`src/bicubic_pkg.sv`:
```
package bicubic_pkg;

    localparam int IMG_DIM   = 100;  // source picture is square
    localparam int PIX_W     = 8;
    localparam int FRAC_W    = 8;    // Q0.8
    localparam int ROM_AW    = 14;
    localparam int COORD_W   = 7;
    localparam int TGT_W     = 6;
    localparam int SRC_W     = 5;
    localparam int TAB_DEPTH = 64;   // one entry per possible remainder
    localparam int QUOT_W    = 5;

    typedef struct packed {
        logic              en;
        logic [ROM_AW-1:0] addr;
    } rom_req_t;

    typedef struct packed {
        logic             we;
        logic [TGT_W-1:0] row;
        logic [TGT_W-1:0] col;
        logic [PIX_W-1:0] data;
    } res_wr_t;

    // col * (sw - 1) needs 11 bits
    typedef struct packed {
        logic             start;
        logic [10:0]      num;
        logic [TGT_W-1:0] den;
    } div_req_t;

    typedef struct packed {
        logic              done;
        logic [QUOT_W-1:0] quot;
        logic [FRAC_W-1:0] frac;
    } div_rsp_t;

    typedef struct packed {
        logic              start;
        logic [FRAC_W-1:0] x;
        logic              p_valid;
        logic [PIX_W-1:0]  p;
    } cubic_in_t;

endpackage

```
`src/bicubic_ctrl.sv`:
```
module bicubic_ctrl (
    input  logic                            CLK,
    input  logic                            RST,
    input  logic [bicubic_pkg::COORD_W-1:0] v0_i,
    input  logic [bicubic_pkg::COORD_W-1:0] h0_i,
    input  logic [bicubic_pkg::SRC_W-1:0]   sw_i,
    input  logic [bicubic_pkg::SRC_W-1:0]   sh_i,
    input  logic [bicubic_pkg::TGT_W-1:0]   tw_i,
    input  logic [bicubic_pkg::TGT_W-1:0]   th_i,
    input  logic [bicubic_pkg::TGT_W-1:0]   col_i,
    input  logic [bicubic_pkg::PIX_W-1:0]   rom_data_i,
    input  bicubic_pkg::div_rsp_t           div_rsp_i,
    input  logic [bicubic_pkg::FRAC_W-1:0]  tab_rdata_i,
    input  logic [bicubic_pkg::PIX_W-1:0]   cubic_res_i,
    input  logic                            cubic_valid_i,
    input  logic [bicubic_pkg::PIX_W-1:0]   win_p_i,
    output bicubic_pkg::rom_req_t           rom_req_o,
    output bicubic_pkg::div_req_t           div_req_o,
    output logic                            tab_we_o,
    output logic [bicubic_pkg::TGT_W-1:0]   tab_addr_o,
    output logic [bicubic_pkg::FRAC_W-1:0]  tab_wdata_o,
    output bicubic_pkg::cubic_in_t          cubic_in_o,
    output logic                            win_push_o,
    output logic [1:0]                      win_sel_o,
    output bicubic_pkg::res_wr_t            res_wr_o,
    output logic                            done_o
);
    import bicubic_pkg::*;

    typedef enum logic [2:0] {
        ST_DIV,
        ST_DWAIT,
        ST_HPASS,
        ST_HWAIT,
        ST_VPASS,
        ST_VWAIT,
        ST_DONE
    } state_t;

    state_t            state;
    logic              col_phase;  // table done, column division next
    logic [TGT_W-1:0]  tab_idx;
    logic [QUOT_W-1:0] qh;
    logic [FRAC_W-1:0] fh;
    logic [TGT_W-1:0]  row;
    logic [QUOT_W-1:0] qv;
    logic [TGT_W-1:0]  rv;
    logic [1:0]        hcnt;       // window line, 0 is k = -1
    logic [2:0]        pcnt;       // 0 start, 1..4 deliver P0..P3
    logic              pass_end;
    logic [10:0]       col_num;
    logic [TGT_W:0]    rv_sum;
    logic [TGT_W:0]    rv_next;
    logic              qv_step;
    logic [ROM_AW-1:0] src_row;
    logic [ROM_AW-1:0] src_col;

    assign pass_end = (pcnt == 3'd4);
    assign col_num  = col_i * (sw_i - 1'b1);

    // incremental form of v * (sh - 1) / (th - 1)
    assign rv_sum  = {1'b0, rv} + sh_i - 1'b1;
    assign qv_step = rv_sum >= ({1'b0, th_i} - 1'b1);
    assign rv_next = qv_step ? rv_sum - th_i + 1'b1 : rv_sum;

    // 4x4 neighbourhood around (qv, qh), offsets -1..2
    assign src_row = v0_i + qv + hcnt - 1'b1;
    assign src_col = h0_i + qh + pcnt[1:0] - 1'b1;

    assign rom_req_o.en   = (state == ST_HPASS) && !pass_end;
    assign rom_req_o.addr = src_row * ROM_AW'(IMG_DIM) + src_col;

    assign div_req_o.start = (state == ST_DIV);
    assign div_req_o.num   = col_phase ? col_num : 11'(tab_idx);
    assign div_req_o.den   = col_phase ? tw_i - 1'b1 : th_i - 1'b1;

    assign tab_we_o    = (state == ST_DWAIT) && div_rsp_i.done && !col_phase;
    assign tab_addr_o  = tab_we_o ? tab_idx : rv;
    assign tab_wdata_o = div_rsp_i.frac;

    // ROM data lags its request by one cycle, so P lines up with pcnt 1..4
    assign cubic_in_o.start   = ((state == ST_HPASS) || (state == ST_VPASS)) && (pcnt == '0);
    assign cubic_in_o.x       = (state == ST_VPASS) ? tab_rdata_i : fh;
    assign cubic_in_o.p_valid = ((state == ST_HPASS) || (state == ST_VPASS)) && (pcnt != '0);
    assign cubic_in_o.p       = (state == ST_VPASS) ? win_p_i : rom_data_i;

    assign win_push_o = (state == ST_HWAIT) && cubic_valid_i;
    assign win_sel_o  = pcnt[1:0] - 1'b1;

    assign res_wr_o.we   = (state == ST_VWAIT) && cubic_valid_i;
    assign res_wr_o.row  = row;
    assign res_wr_o.col  = col_i;
    assign res_wr_o.data = cubic_res_i;

    assign done_o = (state == ST_DONE);

    always_ff @(posedge CLK) begin
        if (RST) begin
            state     <= ST_DIV;
            col_phase <= 1'b0;
            tab_idx   <= '0;
            row       <= '0;
            qv        <= '0;
            rv        <= '0;
            hcnt      <= '0;
            pcnt      <= '0;
        end else begin
            case (state)
                ST_DIV: begin
                    state <= ST_DWAIT;
                end
                ST_DWAIT: begin
                    if (div_rsp_i.done && col_phase) begin
                        state <= ST_HPASS;  // row 0 fills all four lines
                    end else if (div_rsp_i.done) begin
                        col_phase <= (tab_idx == th_i - 2'd2);
                        tab_idx   <= tab_idx + 1'b1;
                        state     <= ST_DIV;
                    end
                end
                ST_HPASS, ST_VPASS: begin
                    pcnt <= pass_end ? 3'd0 : pcnt + 1'b1;
                    if (pass_end) begin
                        state <= (state == ST_HPASS) ? ST_HWAIT : ST_VWAIT;
                    end
                end
                ST_HWAIT: begin
                    if (cubic_valid_i) begin
                        hcnt  <= hcnt + 1'b1;
                        state <= (hcnt == 2'd3) ? ST_VPASS : ST_HPASS;
                    end
                end
                ST_VWAIT: begin
                    if (cubic_valid_i && (row == th_i - 1'b1)) begin
                        state <= ST_DONE;
                    end else if (cubic_valid_i) begin
                        row <= row + 1'b1;
                        rv  <= rv_next[TGT_W-1:0];
                        if (qv_step) begin
                            qv    <= qv + 1'b1;
                            hcnt  <= 2'd3;      // only line k = 2 is new
                            state <= ST_HPASS;
                        end else begin
                            state <= ST_VPASS;
                        end
                    end
                end
                default: begin
                    state <= ST_DONE;  // hold until reset
                end
            endcase
        end
    end

    // column position, constant for the whole run
    always_ff @(posedge CLK) begin
        if ((state == ST_DWAIT) && div_rsp_i.done && col_phase) begin
            qh <= div_rsp_i.quot;
            fh <= div_rsp_i.frac;
        end
    end

endmodule

```
`src/bicubic_top.sv`:
```
module bicubic_top (
    input  logic                            CLK,
    input  logic                            RST,
    input  logic [bicubic_pkg::COORD_W-1:0] v0_i,
    input  logic [bicubic_pkg::COORD_W-1:0] h0_i,
    input  logic [bicubic_pkg::SRC_W-1:0]   sw_i,
    input  logic [bicubic_pkg::SRC_W-1:0]   sh_i,
    input  logic [bicubic_pkg::TGT_W-1:0]   tw_i,
    input  logic [bicubic_pkg::TGT_W-1:0]   th_i,
    input  logic [bicubic_pkg::TGT_W-1:0]   col_i,
    input  logic [bicubic_pkg::PIX_W-1:0]   rom_data_i,
    output bicubic_pkg::rom_req_t           rom_req_o,
    output bicubic_pkg::res_wr_t            res_wr_o,
    output logic                            done_o
);
    import bicubic_pkg::*;

    div_req_t          div_req;
    div_rsp_t          div_rsp;
    logic              tab_we;
    logic [TGT_W-1:0]  tab_addr;
    logic [FRAC_W-1:0] tab_wdata;
    logic [FRAC_W-1:0] tab_rdata;
    cubic_in_t         cubic_in;
    logic [PIX_W-1:0]  cubic_res;
    logic              cubic_valid;
    logic              win_push;
    logic [1:0]        win_sel;
    logic [PIX_W-1:0]  win_p;

    bicubic_ctrl i_ctrl (
        .CLK           (CLK),
        .RST           (RST),
        .v0_i          (v0_i),
        .h0_i          (h0_i),
        .sw_i          (sw_i),
        .sh_i          (sh_i),
        .tw_i          (tw_i),
        .th_i          (th_i),
        .col_i         (col_i),
        .rom_data_i    (rom_data_i),
        .div_rsp_i     (div_rsp),
        .tab_rdata_i   (tab_rdata),
        .cubic_res_i   (cubic_res),
        .cubic_valid_i (cubic_valid),
        .win_p_i       (win_p),
        .rom_req_o     (rom_req_o),
        .div_req_o     (div_req),
        .tab_we_o      (tab_we),
        .tab_addr_o    (tab_addr),
        .tab_wdata_o   (tab_wdata),
        .cubic_in_o    (cubic_in),
        .win_push_o    (win_push),
        .win_sel_o     (win_sel),
        .res_wr_o      (res_wr_o),
        .done_o        (done_o)
    );

    frac_divider i_divider (
        .CLK   (CLK),
        .RST   (RST),
        .req_i (div_req),
        .rsp_o (div_rsp)
    );

    // vertical fractions, filled once during init
    frac_table i_table (
        .CLK     (CLK),
        .we_i    (tab_we),
        .addr_i  (tab_addr),
        .wdata_i (tab_wdata),
        .rdata_o (tab_rdata)
    );

    cubic_engine i_engine (
        .CLK         (CLK),
        .RST         (RST),
        .in_i        (cubic_in),
        .res_o       (cubic_res),
        .res_valid_o (cubic_valid)
    );

    window_buf i_window (
        .CLK    (CLK),
        .RST    (RST),
        .push_i (win_push),
        .data_i (cubic_res),
        .sel_i  (win_sel),
        .p_o    (win_p)
    );

endmodule

```
`src/cubic_engine.sv`:
```
module cubic_engine (
    input  logic                          CLK,
    input  logic                          RST,
    input  bicubic_pkg::cubic_in_t        in_i,
    output logic [bicubic_pkg::PIX_W-1:0] res_o,
    output logic                          res_valid_o
);
    import bicubic_pkg::*;

    logic [FRAC_W-1:0]         x_q;
    logic [FRAC_W-1:0]         x2_q;
    logic [FRAC_W-1:0]         x3_q;
    logic [2*FRAC_W-1:0]       x2_raw;
    logic [2*FRAC_W-1:0]       x3_raw;
    logic [3:0][PIX_W-1:0]     p_q;     // [0] is P0 once full
    logic [1:0]                p_cnt;
    logic                      p_full;
    logic                      sum_vld;
    logic signed [11:0]        p0;
    logic signed [11:0]        p1;
    logic signed [11:0]        p2;
    logic signed [11:0]        p3;
    logic signed [11:0]        a;
    logic signed [11:0]        b;
    logic signed [11:0]        c;
    logic signed [11:0]        d;
    logic signed [21:0]        sum_d;
    logic signed [21:0]        sum_q;
    logic signed [12:0]        shifted;

    // powers rounded to Q0.8
    assign x2_raw = x_q * x_q + 16'd128;
    assign x3_raw = x2_q * x_q + 16'd128;

    assign p0 = {4'd0, p_q[0]};
    assign p1 = {4'd0, p_q[1]};
    assign p2 = {4'd0, p_q[2]};
    assign p3 = {4'd0, p_q[3]};

    // Catmull-Rom coefficients, all scaled by 2
    assign a = -p0 + 12'sd3 * p1 - 12'sd3 * p2 + p3;
    assign b = 12'sd2 * p0 - 12'sd5 * p1 + 12'sd4 * p2 - p3;
    assign c = p2 - p0;
    assign d = 12'sd2 * p1;

    assign sum_d = a * $signed({1'b0, x3_q}) + b * $signed({1'b0, x2_q})
                 + c * $signed({1'b0, x_q}) + d * 22'sd256 + 22'sd256;

    always_ff @(posedge CLK) begin
        if (RST) begin
            p_cnt   <= '0;
            p_full  <= 1'b0;
            sum_vld <= 1'b0;
        end else begin
            p_full  <= in_i.p_valid && (p_cnt == 2'd3);
            sum_vld <= p_full;
            if (in_i.start) begin
                p_cnt <= '0;
            end else if (in_i.p_valid) begin
                p_cnt <= p_cnt + 1'b1;
            end
        end
    end

    always_ff @(posedge CLK) begin
        if (in_i.start) begin
            x_q <= in_i.x;
        end
        x2_q <= x2_raw[2*FRAC_W-1:FRAC_W];
        x3_q <= x3_raw[2*FRAC_W-1:FRAC_W];
        if (in_i.p_valid) begin
            p_q <= {in_i.p, p_q[3:1]};
        end
        if (p_full) begin
            sum_q <= sum_d;
        end
    end

    // drop the extra scale of 2 and Q0.8, then clamp to a pixel
    always_comb begin
        shifted = 13'(sum_q >>> 9);
        if (shifted < 13'sd0) begin
            res_o = '0;
        end else if (shifted > 13'sd255) begin
            res_o = '1;
        end else begin
            res_o = shifted[PIX_W-1:0];
        end
    end

    assign res_valid_o = sum_vld;

endmodule

```
`src/frac_divider.sv`:
```
module frac_divider (
    input  logic                  CLK,
    input  logic                  RST,
    input  bicubic_pkg::div_req_t req_i,
    output bicubic_pkg::div_rsp_t rsp_o
);
    import bicubic_pkg::*;

    logic [QUOT_W+FRAC_W-1:0] shreg;  // dividend bits out, quotient bits in
    logic [TGT_W-1:0]         rem;
    logic [TGT_W-1:0]         den;
    logic [3:0]               cnt;
    logic                     done;
    logic                     load;
    logic [TGT_W:0]           trial;
    logic [TGT_W:0]           rem_next;
    logic                     fits;

    assign load     = req_i.start && (cnt == '0);
    assign trial    = {rem, shreg[QUOT_W+FRAC_W-1]};
    assign fits     = trial >= {1'b0, den};
    assign rem_next = fits ? trial - {1'b0, den} : trial;  // restoring step

    always_ff @(posedge CLK) begin
        if (RST) begin
            cnt  <= '0;
            done <= 1'b0;
        end else begin
            done <= (cnt == 4'd1);
            if (load) begin
                cnt <= 4'(QUOT_W + FRAC_W);
            end else if (cnt != '0) begin
                cnt <= cnt - 1'b1;
            end
        end
    end

    always_ff @(posedge CLK) begin
        if (load) begin
            {rem, shreg} <= {req_i.num, {FRAC_W{1'b0}}};  // num * 256
            den          <= req_i.den;
        end else if (cnt != '0) begin
            rem   <= rem_next[TGT_W-1:0];
            shreg <= {shreg[QUOT_W+FRAC_W-2:0], fits};
        end
    end

    assign rsp_o.done = done;
    assign rsp_o.quot = shreg[QUOT_W+FRAC_W-1:FRAC_W];
    assign rsp_o.frac = shreg[FRAC_W-1:0];

endmodule

```
`src/frac_table.sv`:
```
module frac_table (
    input  logic                           CLK,
    input  logic                           we_i,
    input  logic [bicubic_pkg::TGT_W-1:0]  addr_i,
    input  logic [bicubic_pkg::FRAC_W-1:0] wdata_i,
    output logic [bicubic_pkg::FRAC_W-1:0] rdata_o
);
    import bicubic_pkg::*;

    // entry r holds the Q0.8 fraction of r / (th - 1)
    logic [FRAC_W-1:0] mem [TAB_DEPTH];

    always_ff @(posedge CLK) begin
        if (we_i) begin
            mem[addr_i] <= wdata_i;
        end
    end

    assign rdata_o = mem[addr_i];  // async read

endmodule

```
`src/window_buf.sv`:
```
module window_buf (
    input  logic                          CLK,
    input  logic                          RST,
    input  logic                          push_i,
    input  logic [bicubic_pkg::PIX_W-1:0] data_i,
    input  logic [1:0]                    sel_i,
    output logic [bicubic_pkg::PIX_W-1:0] p_o
);
    import bicubic_pkg::*;

    // horizontal results of source lines qv-1..qv+2, oldest in [0]
    logic [3:0][PIX_W-1:0] line_q;

    always_ff @(posedge CLK) begin
        if (RST) begin
            line_q <= '0;
        end else if (push_i) begin
            line_q <= {data_i, line_q[3:1]};  // new line enters at the top
        end
    end

    assign p_o = line_q[sel_i];

endmodule

```
`config.mk`:
```
export PLATFORM = sky130hd
export DESIGN_NAME = bicubic_top
export DESIGN_NICKNAME = d
export VERILOG_FILES = /design/src/bicubic_pkg.sv /design/src/bicubic_ctrl.sv /design/src/bicubic_top.sv /design/src/cubic_engine.sv /design/src/frac_divider.sv /design/src/frac_table.sv /design/src/window_buf.sv
export SDC_FILE = /design/constraint.sdc
export NUM_CORES = 2
export LEC_CHECK = 0
export BUFFER_PORTS_ARGS = -buffer_cell sky130_fd_sc_hd__buf_2
export CAP_MARGIN = 0
export CORE_AREA = 2 2 406 408
export CTS_BUF_LIST = sky130_fd_sc_hd__clkbuf_8 sky130_fd_sc_hd__clkbuf_16
export CTS_CLUSTER_SIZE = 28
export DETAILED_ROUTE_END_ITERATION = 7
export DIE_AREA = 0 0 408 410
export PLACE_DENSITY = 0.49
export SLEW_MARGIN = 20
export SYNTH_ARGS = -nofsm -noshare
export SYNTH_HDL_FRONTEND = slang
export SYNTH_SLANG_ARGS = --single-unit
```
`constraint.sdc`:
```
create_clock -name CLK -period 30.8 [get_ports CLK]
set_clock_uncertainty 0.05 [all_clocks]
set_input_delay 3.08 -clock CLK [delete_from_list [all_inputs] [get_ports CLK]]
set_output_delay 3.08 -clock CLK [all_outputs]
set_load 0.03 [all_outputs]
```
# Word level (Yosys, flattened, before mapping)

Memory sizes are Yosys's and may differ from the RTL's.
Index checks and enable logic that the tools add are counted.
W data, S select, Z words.

Register bits after elaboration: 189
Bits in latches: 0
Memory bits (writable): 512
ROM bits: 0
Output and inout port bits: 37
Memories: 1

Add/subtract/negate cells: 39
Multipliers: 10
Divide/modulo/power cells: 0
Magnitude comparators: 5
Equality and inequality tests: 19
Shift operators: 0
Mux-type cells: 35
Bitwise logic cells: 2
Reductions and logical operators: 30

Memories:

| memory      | depth | bits a word | read ports | clocked after Yosys merged registers in | write ports | line             | source |
|---|---|---|---|---|---|---|---|
| i_table.mem | 64    | 8           | 1          | 0                                       | 1           | frac_table.sv:11 | `logic [FRAC_W-1:0] mem [TAB_DEPTH];` |

Operators by type and width:

| cell                     | count |
|---|---|
| $add A22 B22 Y22         | 2 |
| $mul A12 B9 Y21          | 2 |
| $mux W8                  | 5 |
| $mux W6                  | 6 |
| $add A16 B8 Y16 const B  | 2 |
| $mul A8 B8 Y16           | 2 |
| $mux W3                  | 10 |
| $add A14 B2 Y14          | 2 |
| $sub A14 B1 Y14 const B  | 2 |
| $mux W13                 | 2 |
| $add A22 B10 Y22 const B | 1 |
| $add A22 B18 Y22         | 1 |
| $mul A2 B8 Y10 const A   | 2 |
| $add A6 B1 Y6 const B    | 3 |
| $mul A9 B9 Y18           | 1 |
| $add A7 B5 Y8            | 2 |
| $bmux W8 S2              | 1 |
| $pmux W3 S5              | 1 |
| $add A14 B14 Y14         | 1 |
| $mul A14 B5 Y12 const B  | 1 |
| $gt A13 B9 Y1 const B    | 1 |
| $lt A13 B1 Y1 const B    | 1 |
| $add A12 B11 Y12         | 1 |
| $add A12 B12 Y12         | 1 |
| 51 further kinds         | 87 |

# Logic depth before layout (Yosys ltp)

Depth after elaboration: 9
Depth in mapped cells: 42
Depth with buffers taken out: 42

# Modules after synthesis

A second synthesis with hierarchy kept.

Cell total of the unflattened synthesis: 4368
Area total of the unflattened synthesis: 50125.6 sq um

Modules (own cells, without submodules):

| module       | times used | cells each | area each (sq um) |
|---|---|---|---|
| frac_table   | 1          | 1163       | 20289.5 |
| cubic_engine | 1          | 2125       | 20113.0 |
| bicubic_ctrl | 1          | 812        | 6879.1 |
| frac_divider | 1          | 155        | 1516.5 |
| window_buf   | 1          | 113        | 1327.5 |

# Worst setup path before layout

Ideal clock, no wire load.

Kind: input-to-output
Start point: input port v0_i[0] (netlist name)
End point: output port rom_req_o[13] (netlist name)
Data arrival time: 8.732 ns
Data required time: 27.670 ns
Path slack: 18.938 ns
Cell stages on the path: 24
Path buffers: 0
Cell sequence: ha_1 fa_1 inv_1 ha_1 inv_1 ha_1 inv_1 fa_1 nor2b_1 o21ai_0 a21o_1 a211o_1 ha_1 ha_1 inv_1 fa_1 inv_1 ha_1 inv_1 a2111oi_0 and3b_1 xnor3_1 xor3_1 xnor2_1

RTL lines:

| element     | line              | source |
|---|---|---|
| from (decl) | bicubic_top.sv:4  | `input logic [bicubic_pkg::COORD_W-1:0] v0_i,` |
| to (decl)   | bicubic_top.sv:12 | `output bicubic_pkg::rom_req_t rom_req_o,` |

==> results <==
- The flow ran to the end, and the final reports show no timing, DRC or antenna violations.
- After synthesis, the mean cell area works out to about 11 um2.
- In this run the worst hold path is classified as flop to flop.
- Setup repair after global routing left no endpoint under its margin.
- Before CTS, the worst setup slack after placement is 18.65 ns.
- The total of endpoints with negative setup slack in the final report is 0.
- The instance count of the mapped netlist is 4376.
- The number of CTS-inserted buffers is 77.
- The fraction of the cycle the final worst path needs is ~40%.
- The final number of hold-violating endpoints is 0.
- The synthesized netlist devotes between 10% and 20% of its cell area to compound gates.
- The leakage power figure is 22.26 nW.
- The depth of the CTS H-tree is 3.
- The maximum buffer depth of the clock tree is 3.
- The initial utilization of the core area, before any placement, comes to slightly below 30%.
- In this run the horizontal extent of the chip is between 400 and 500 um.
- The number of placed instances, taps included, is 6542.
- The type of the setup path with the least slack is input pin to primary output.
- The layout has 16560 filler cells.
- The number of antenna violations at the first check in global routing is 3.
- The worst pin sits at a relative slew slack of between 15 and 20%.
- The adder-cell share of the synthesized area is between 20% and 30%.
- The net count of the finished layout is roughly 5300.
- The number of global-route vias before repair was around 33000.
- Counting flops and latches in the post-synthesis netlist gives 692.
- The flip-flop cell with the highest count after synthesis is edfxtp_1.
- The number of enable-type register cells in the synthesized netlist is approximately 600.
- The setup check on the worst reg-to-reg path leaves a slack of 19.44 ns.
- Dividing total power by cell area gives a power density of 57.41 nW/um2.
- From synthesis to final layout, the design area changed by 11.28%.
- In this run the tool buffered the top-level ports with a little under 90 buffer cells.
- Hold is met by between 0.3 and 0.4 ns.
- The sum of negative setup slack is 0 ns.
- Across the run, the number of max-cap violations was 0.
- The warning count from the yosys run is 0.
- The largest family of logic cells by synthesized area is adder cells.
- The initial DRC count is between 2000 and 2500.
- The wire-length estimate of the detail-placed layout is ~96 mm.
- After detailed routing, the total wire length is ~130 mm.
- The maximum number of pins on one net before global-route repair is 73.
- The maximum vdd drop is 0.2668 mV.
- The slowest stage of the critical path is the fa_1 cell.
- Counting both buffers and inverters, the worst setup path holds a total of 8.
- The standard cell area after detailed placement is 51530 um2.
- For the worst setup path, the data required time is about 28 ns.
- The fraction of synthesized area in multiplexers is approximately 1.7%.
- The layout cell share with drive strength beyond 1 is under 10%.
- The worst setup path is captured at a primary output.
- The TritonCTS clock tree is done.
- Clock-pin slew was measured on the worst setup and hold paths at around 0.06 ns.
- In this design, the stage delay of the slowest critical-path cell is approximately 0.53 ns.
- The floorplan has ~150 rows.
- For the pin with the worst max-slew slack, the measured transition is 1.234 ns.
- The number of different library cells in the post-synthesis netlist is 95.
- The critical path arrival is 8.99 ns.
- When the netlist entered floorplanning its net count stood at approximately 5200.
- For this run, design rule violations remaining after detail routing come to 0.
- The upper clock frequency limit is approximately 83 MHz.
- The die span in y is 410 um.
- The remaining number of nets flagged by the antenna check after routing is 0.
- The xor and xnor fraction of the mapped netlist area is under 10%.
- The CTS root buffer is clkbuf_16.
- The worst setup path is launched from an input pin.
- The number of max-slew violations in the final report came to 0.
- The first global-routing pass estimated 206.7 mm of wire.
- Across every metal layer, demand over resource in global routing totals between 10% and 20%.
- The first detailed-routing pass took 8 iterations.
- The area of all placed cells without fillers is around 54000 um2.
- After synthesis, flip-flops and latches occupy a little over 40% of the total area.
- The simple logic cell fraction of the synthesized area is a little over a tenth.
- Post-CTS repair changed the size of 0 cells.
- The most utilized layer in the global route result is met2.
- Summed over all layers, the global routing overflow is 0.
- The floorplan step defined a die boundary enclosing 167300 um2.
- The I/O pin count is between 80 and 90.
- Among cell families on the critical path, the largest total delay comes from adder cells.
- At the end of routability-driven placement, the weighted congestion stood at slightly above 0.8.
- For met1 alone, demand over resource in global routing was a little over a fifth.
- Of all nets on the critical path, the largest fanout is 4.
- Dividing the detail-routed wire length by the instance count gives 20.03 um.
- The routed layout has roughly 32000 vias.
- After synthesis, the share of flip-flops with an asynchronous set or reset is 0%.
- The detailed-route vias per instance is between 4 and 5.
- CTS saw around 690 sinks.
- The count of non-filler cells in the finished layout is between 6000 and 7000.
- The number of setup buffers added after CTS is 0.
- The cell area after synthesis is 48660 um2.
- After layout, the worst setup slack is between 15 and 20 ns.
- The shortest clock period the worst path allows after layout is ~12 ns.
- Global routing used 3.192% of the available met3 tracks.
- The clock latency at the later pin of the worst-skew pair is about 0.67 ns.
- In the global route stage, met2 resource usage came out at 26.63%.
- The core region is roughly 160000 um2.
- Hold repair after CTS inserted 0 buffers.
## metrics by stage
step           total power [mW]  utilization [%]
6_report                  3.109            33.12
3_3_place_gp              2.171            31.51
4_1_cts                   3.145            33.12
3_5_place_dp              2.182            31.52
5_1_grt                   3.284            33.12
2_1_floorplan             1.913                -
## cell type report
cell class | instances | area, um2 | area share, %
tap | 2189 | 2739 | 5.058
inverter | 690 | 2590 | 4.783
antenna | 2 | 5.005 | 0.009243
sequential | 692 | 19820 | 36.60
multi-input combinational | 2824 | 25500 | 47.09
clock buffer | 79 | 1977 | 3.651
clock inverter | 63 | 636.9 | 1.176
timing repair buffer | 147 | 883.3 | 1.631
## synth_stat cells (41+ instances only)
cell	number	area, um2
a22oi_1	49	367.9
nand2_1	363	1363
o21ai_0	99	495.5
nor2_1	210	788.3
nand3_1	60	300.3
a222oi_1	73	730.7
ha_1	409	5117
mux2i_1	53	530.5
fa_1	373	7467
nor3_1	43	215.2
edfxtp_1	595	17870
xnor2_1	139	1217
a21oi_1	183	915.9
xor2_1	71	621.9
a21o_1	44	330.3
a31oi_1	41	256.5
inv_1	690	2590
clkbuf_1	103	386.6
dfxtp_1	97	1942
and2_1	185	1157
## report_power, final
part	internal [mW]	total [mW]	switching, mW	leakage [nW]
Combinational	0.370	1.01	0.643	14.7
Clock	0.541	0.955	0.414	1.29
Sequential	1.13	1.14	0.0122	6.24
## worst reg2reg max path: cells and delay by family (launching register included)
| family | cells | cell delay [ns] |
|---|---|---|
| xor gates and xnor gates | 2 | 0.98 |
| adders and majority gates | 14 | 5.73 |
| AOI/OAI and AO/OA | 9 | 2.37 |
| DFF | 1 | 0.55 |
| buffers and inverters | 5 | 0.26 |
| and+or+nand+nor | 7 | 1.28 |
## metal layers
layer | vias to the layer above | part of all wire (%) | routed length, um
li1 | 15150 | - | -
met1 | 16150 | 44 | 59240
met2 | 733 | 47 | 63030
met3 | 169 | 6.1 | 8182
met4 | 4 | 2.6 | 3482
met5 | - | 0.020 | 27
## layout by cell type (no fill, tap or decap), types with 15 or more instances in the layout
master	n
inv_1	697
edfxtp_1	595
ha_1	409
fa_1	373
nand2_1	363
nor2_1	209
and2_1	185
a21oi_1	183
xnor2_1	139
o21ai_0	99
dfxtp_1	89
buf_2	88
clkbuf_16	79
a222oi_1	73
xor2_1	71
nand3_1	60
buf_4	59
mux2i_1	53
a22oi_1	49
a21o_1	44
nor3_1	40
a31oi_1	40
o21bai_1	39
nor2b_1	33
and3_1	31
clkinv_1	18
or3_1	17
a22o_1	15
a211oi_1	15
nand2b_1	15
nand4_1	15
## path summary, 6_finish.rpt
| kind | from | to | cells after the start |
|---|---|---|---|
| hold / removal | i_window.line_q[16] | i_window.line_q[8] | 2 |
| setup reg to reg | i_engine.p1[1] | i_engine.sum_q[21] | 37 |
| setup / recovery | v0_i[0] | rom_req_o[13] | 26 |
| hold reg to reg | i_window.line_q[16] | i_window.line_q[8] | 2 |
## sequential cells by signal, indices dropped and copies added (netlist names), 5 cells and up
name / count
i_ctrl.fh: 8
i_ctrl.tab_idx: 6
i_engine.p1: 8
i_divider.shreg: 13
i_ctrl.qh: 5
i_engine.x2_q: 8
i_window.line_q: 32
i_engine.x3_q: 8
i_ctrl.rv: 6
i_divider.den: 6
i_engine.p0: 8
i_engine.p3: 8
i_divider.rem: 6
i_engine.sum_q: 13
i_table.mem: 512
i_engine.p2: 8
i_ctrl.row: 6
i_ctrl.qv: 5
i_engine.x_q: 8
## cell families after synthesis
kind of cell	count (synthesis)
AOI/OAI and AO/OA	716
DFF	692
muxes	73
buffers and inverters	860
and+or+nand+nor	1040
xor gates and xnor gates	213
adders and majority gates	782
(Power assumes the default switching activity.)
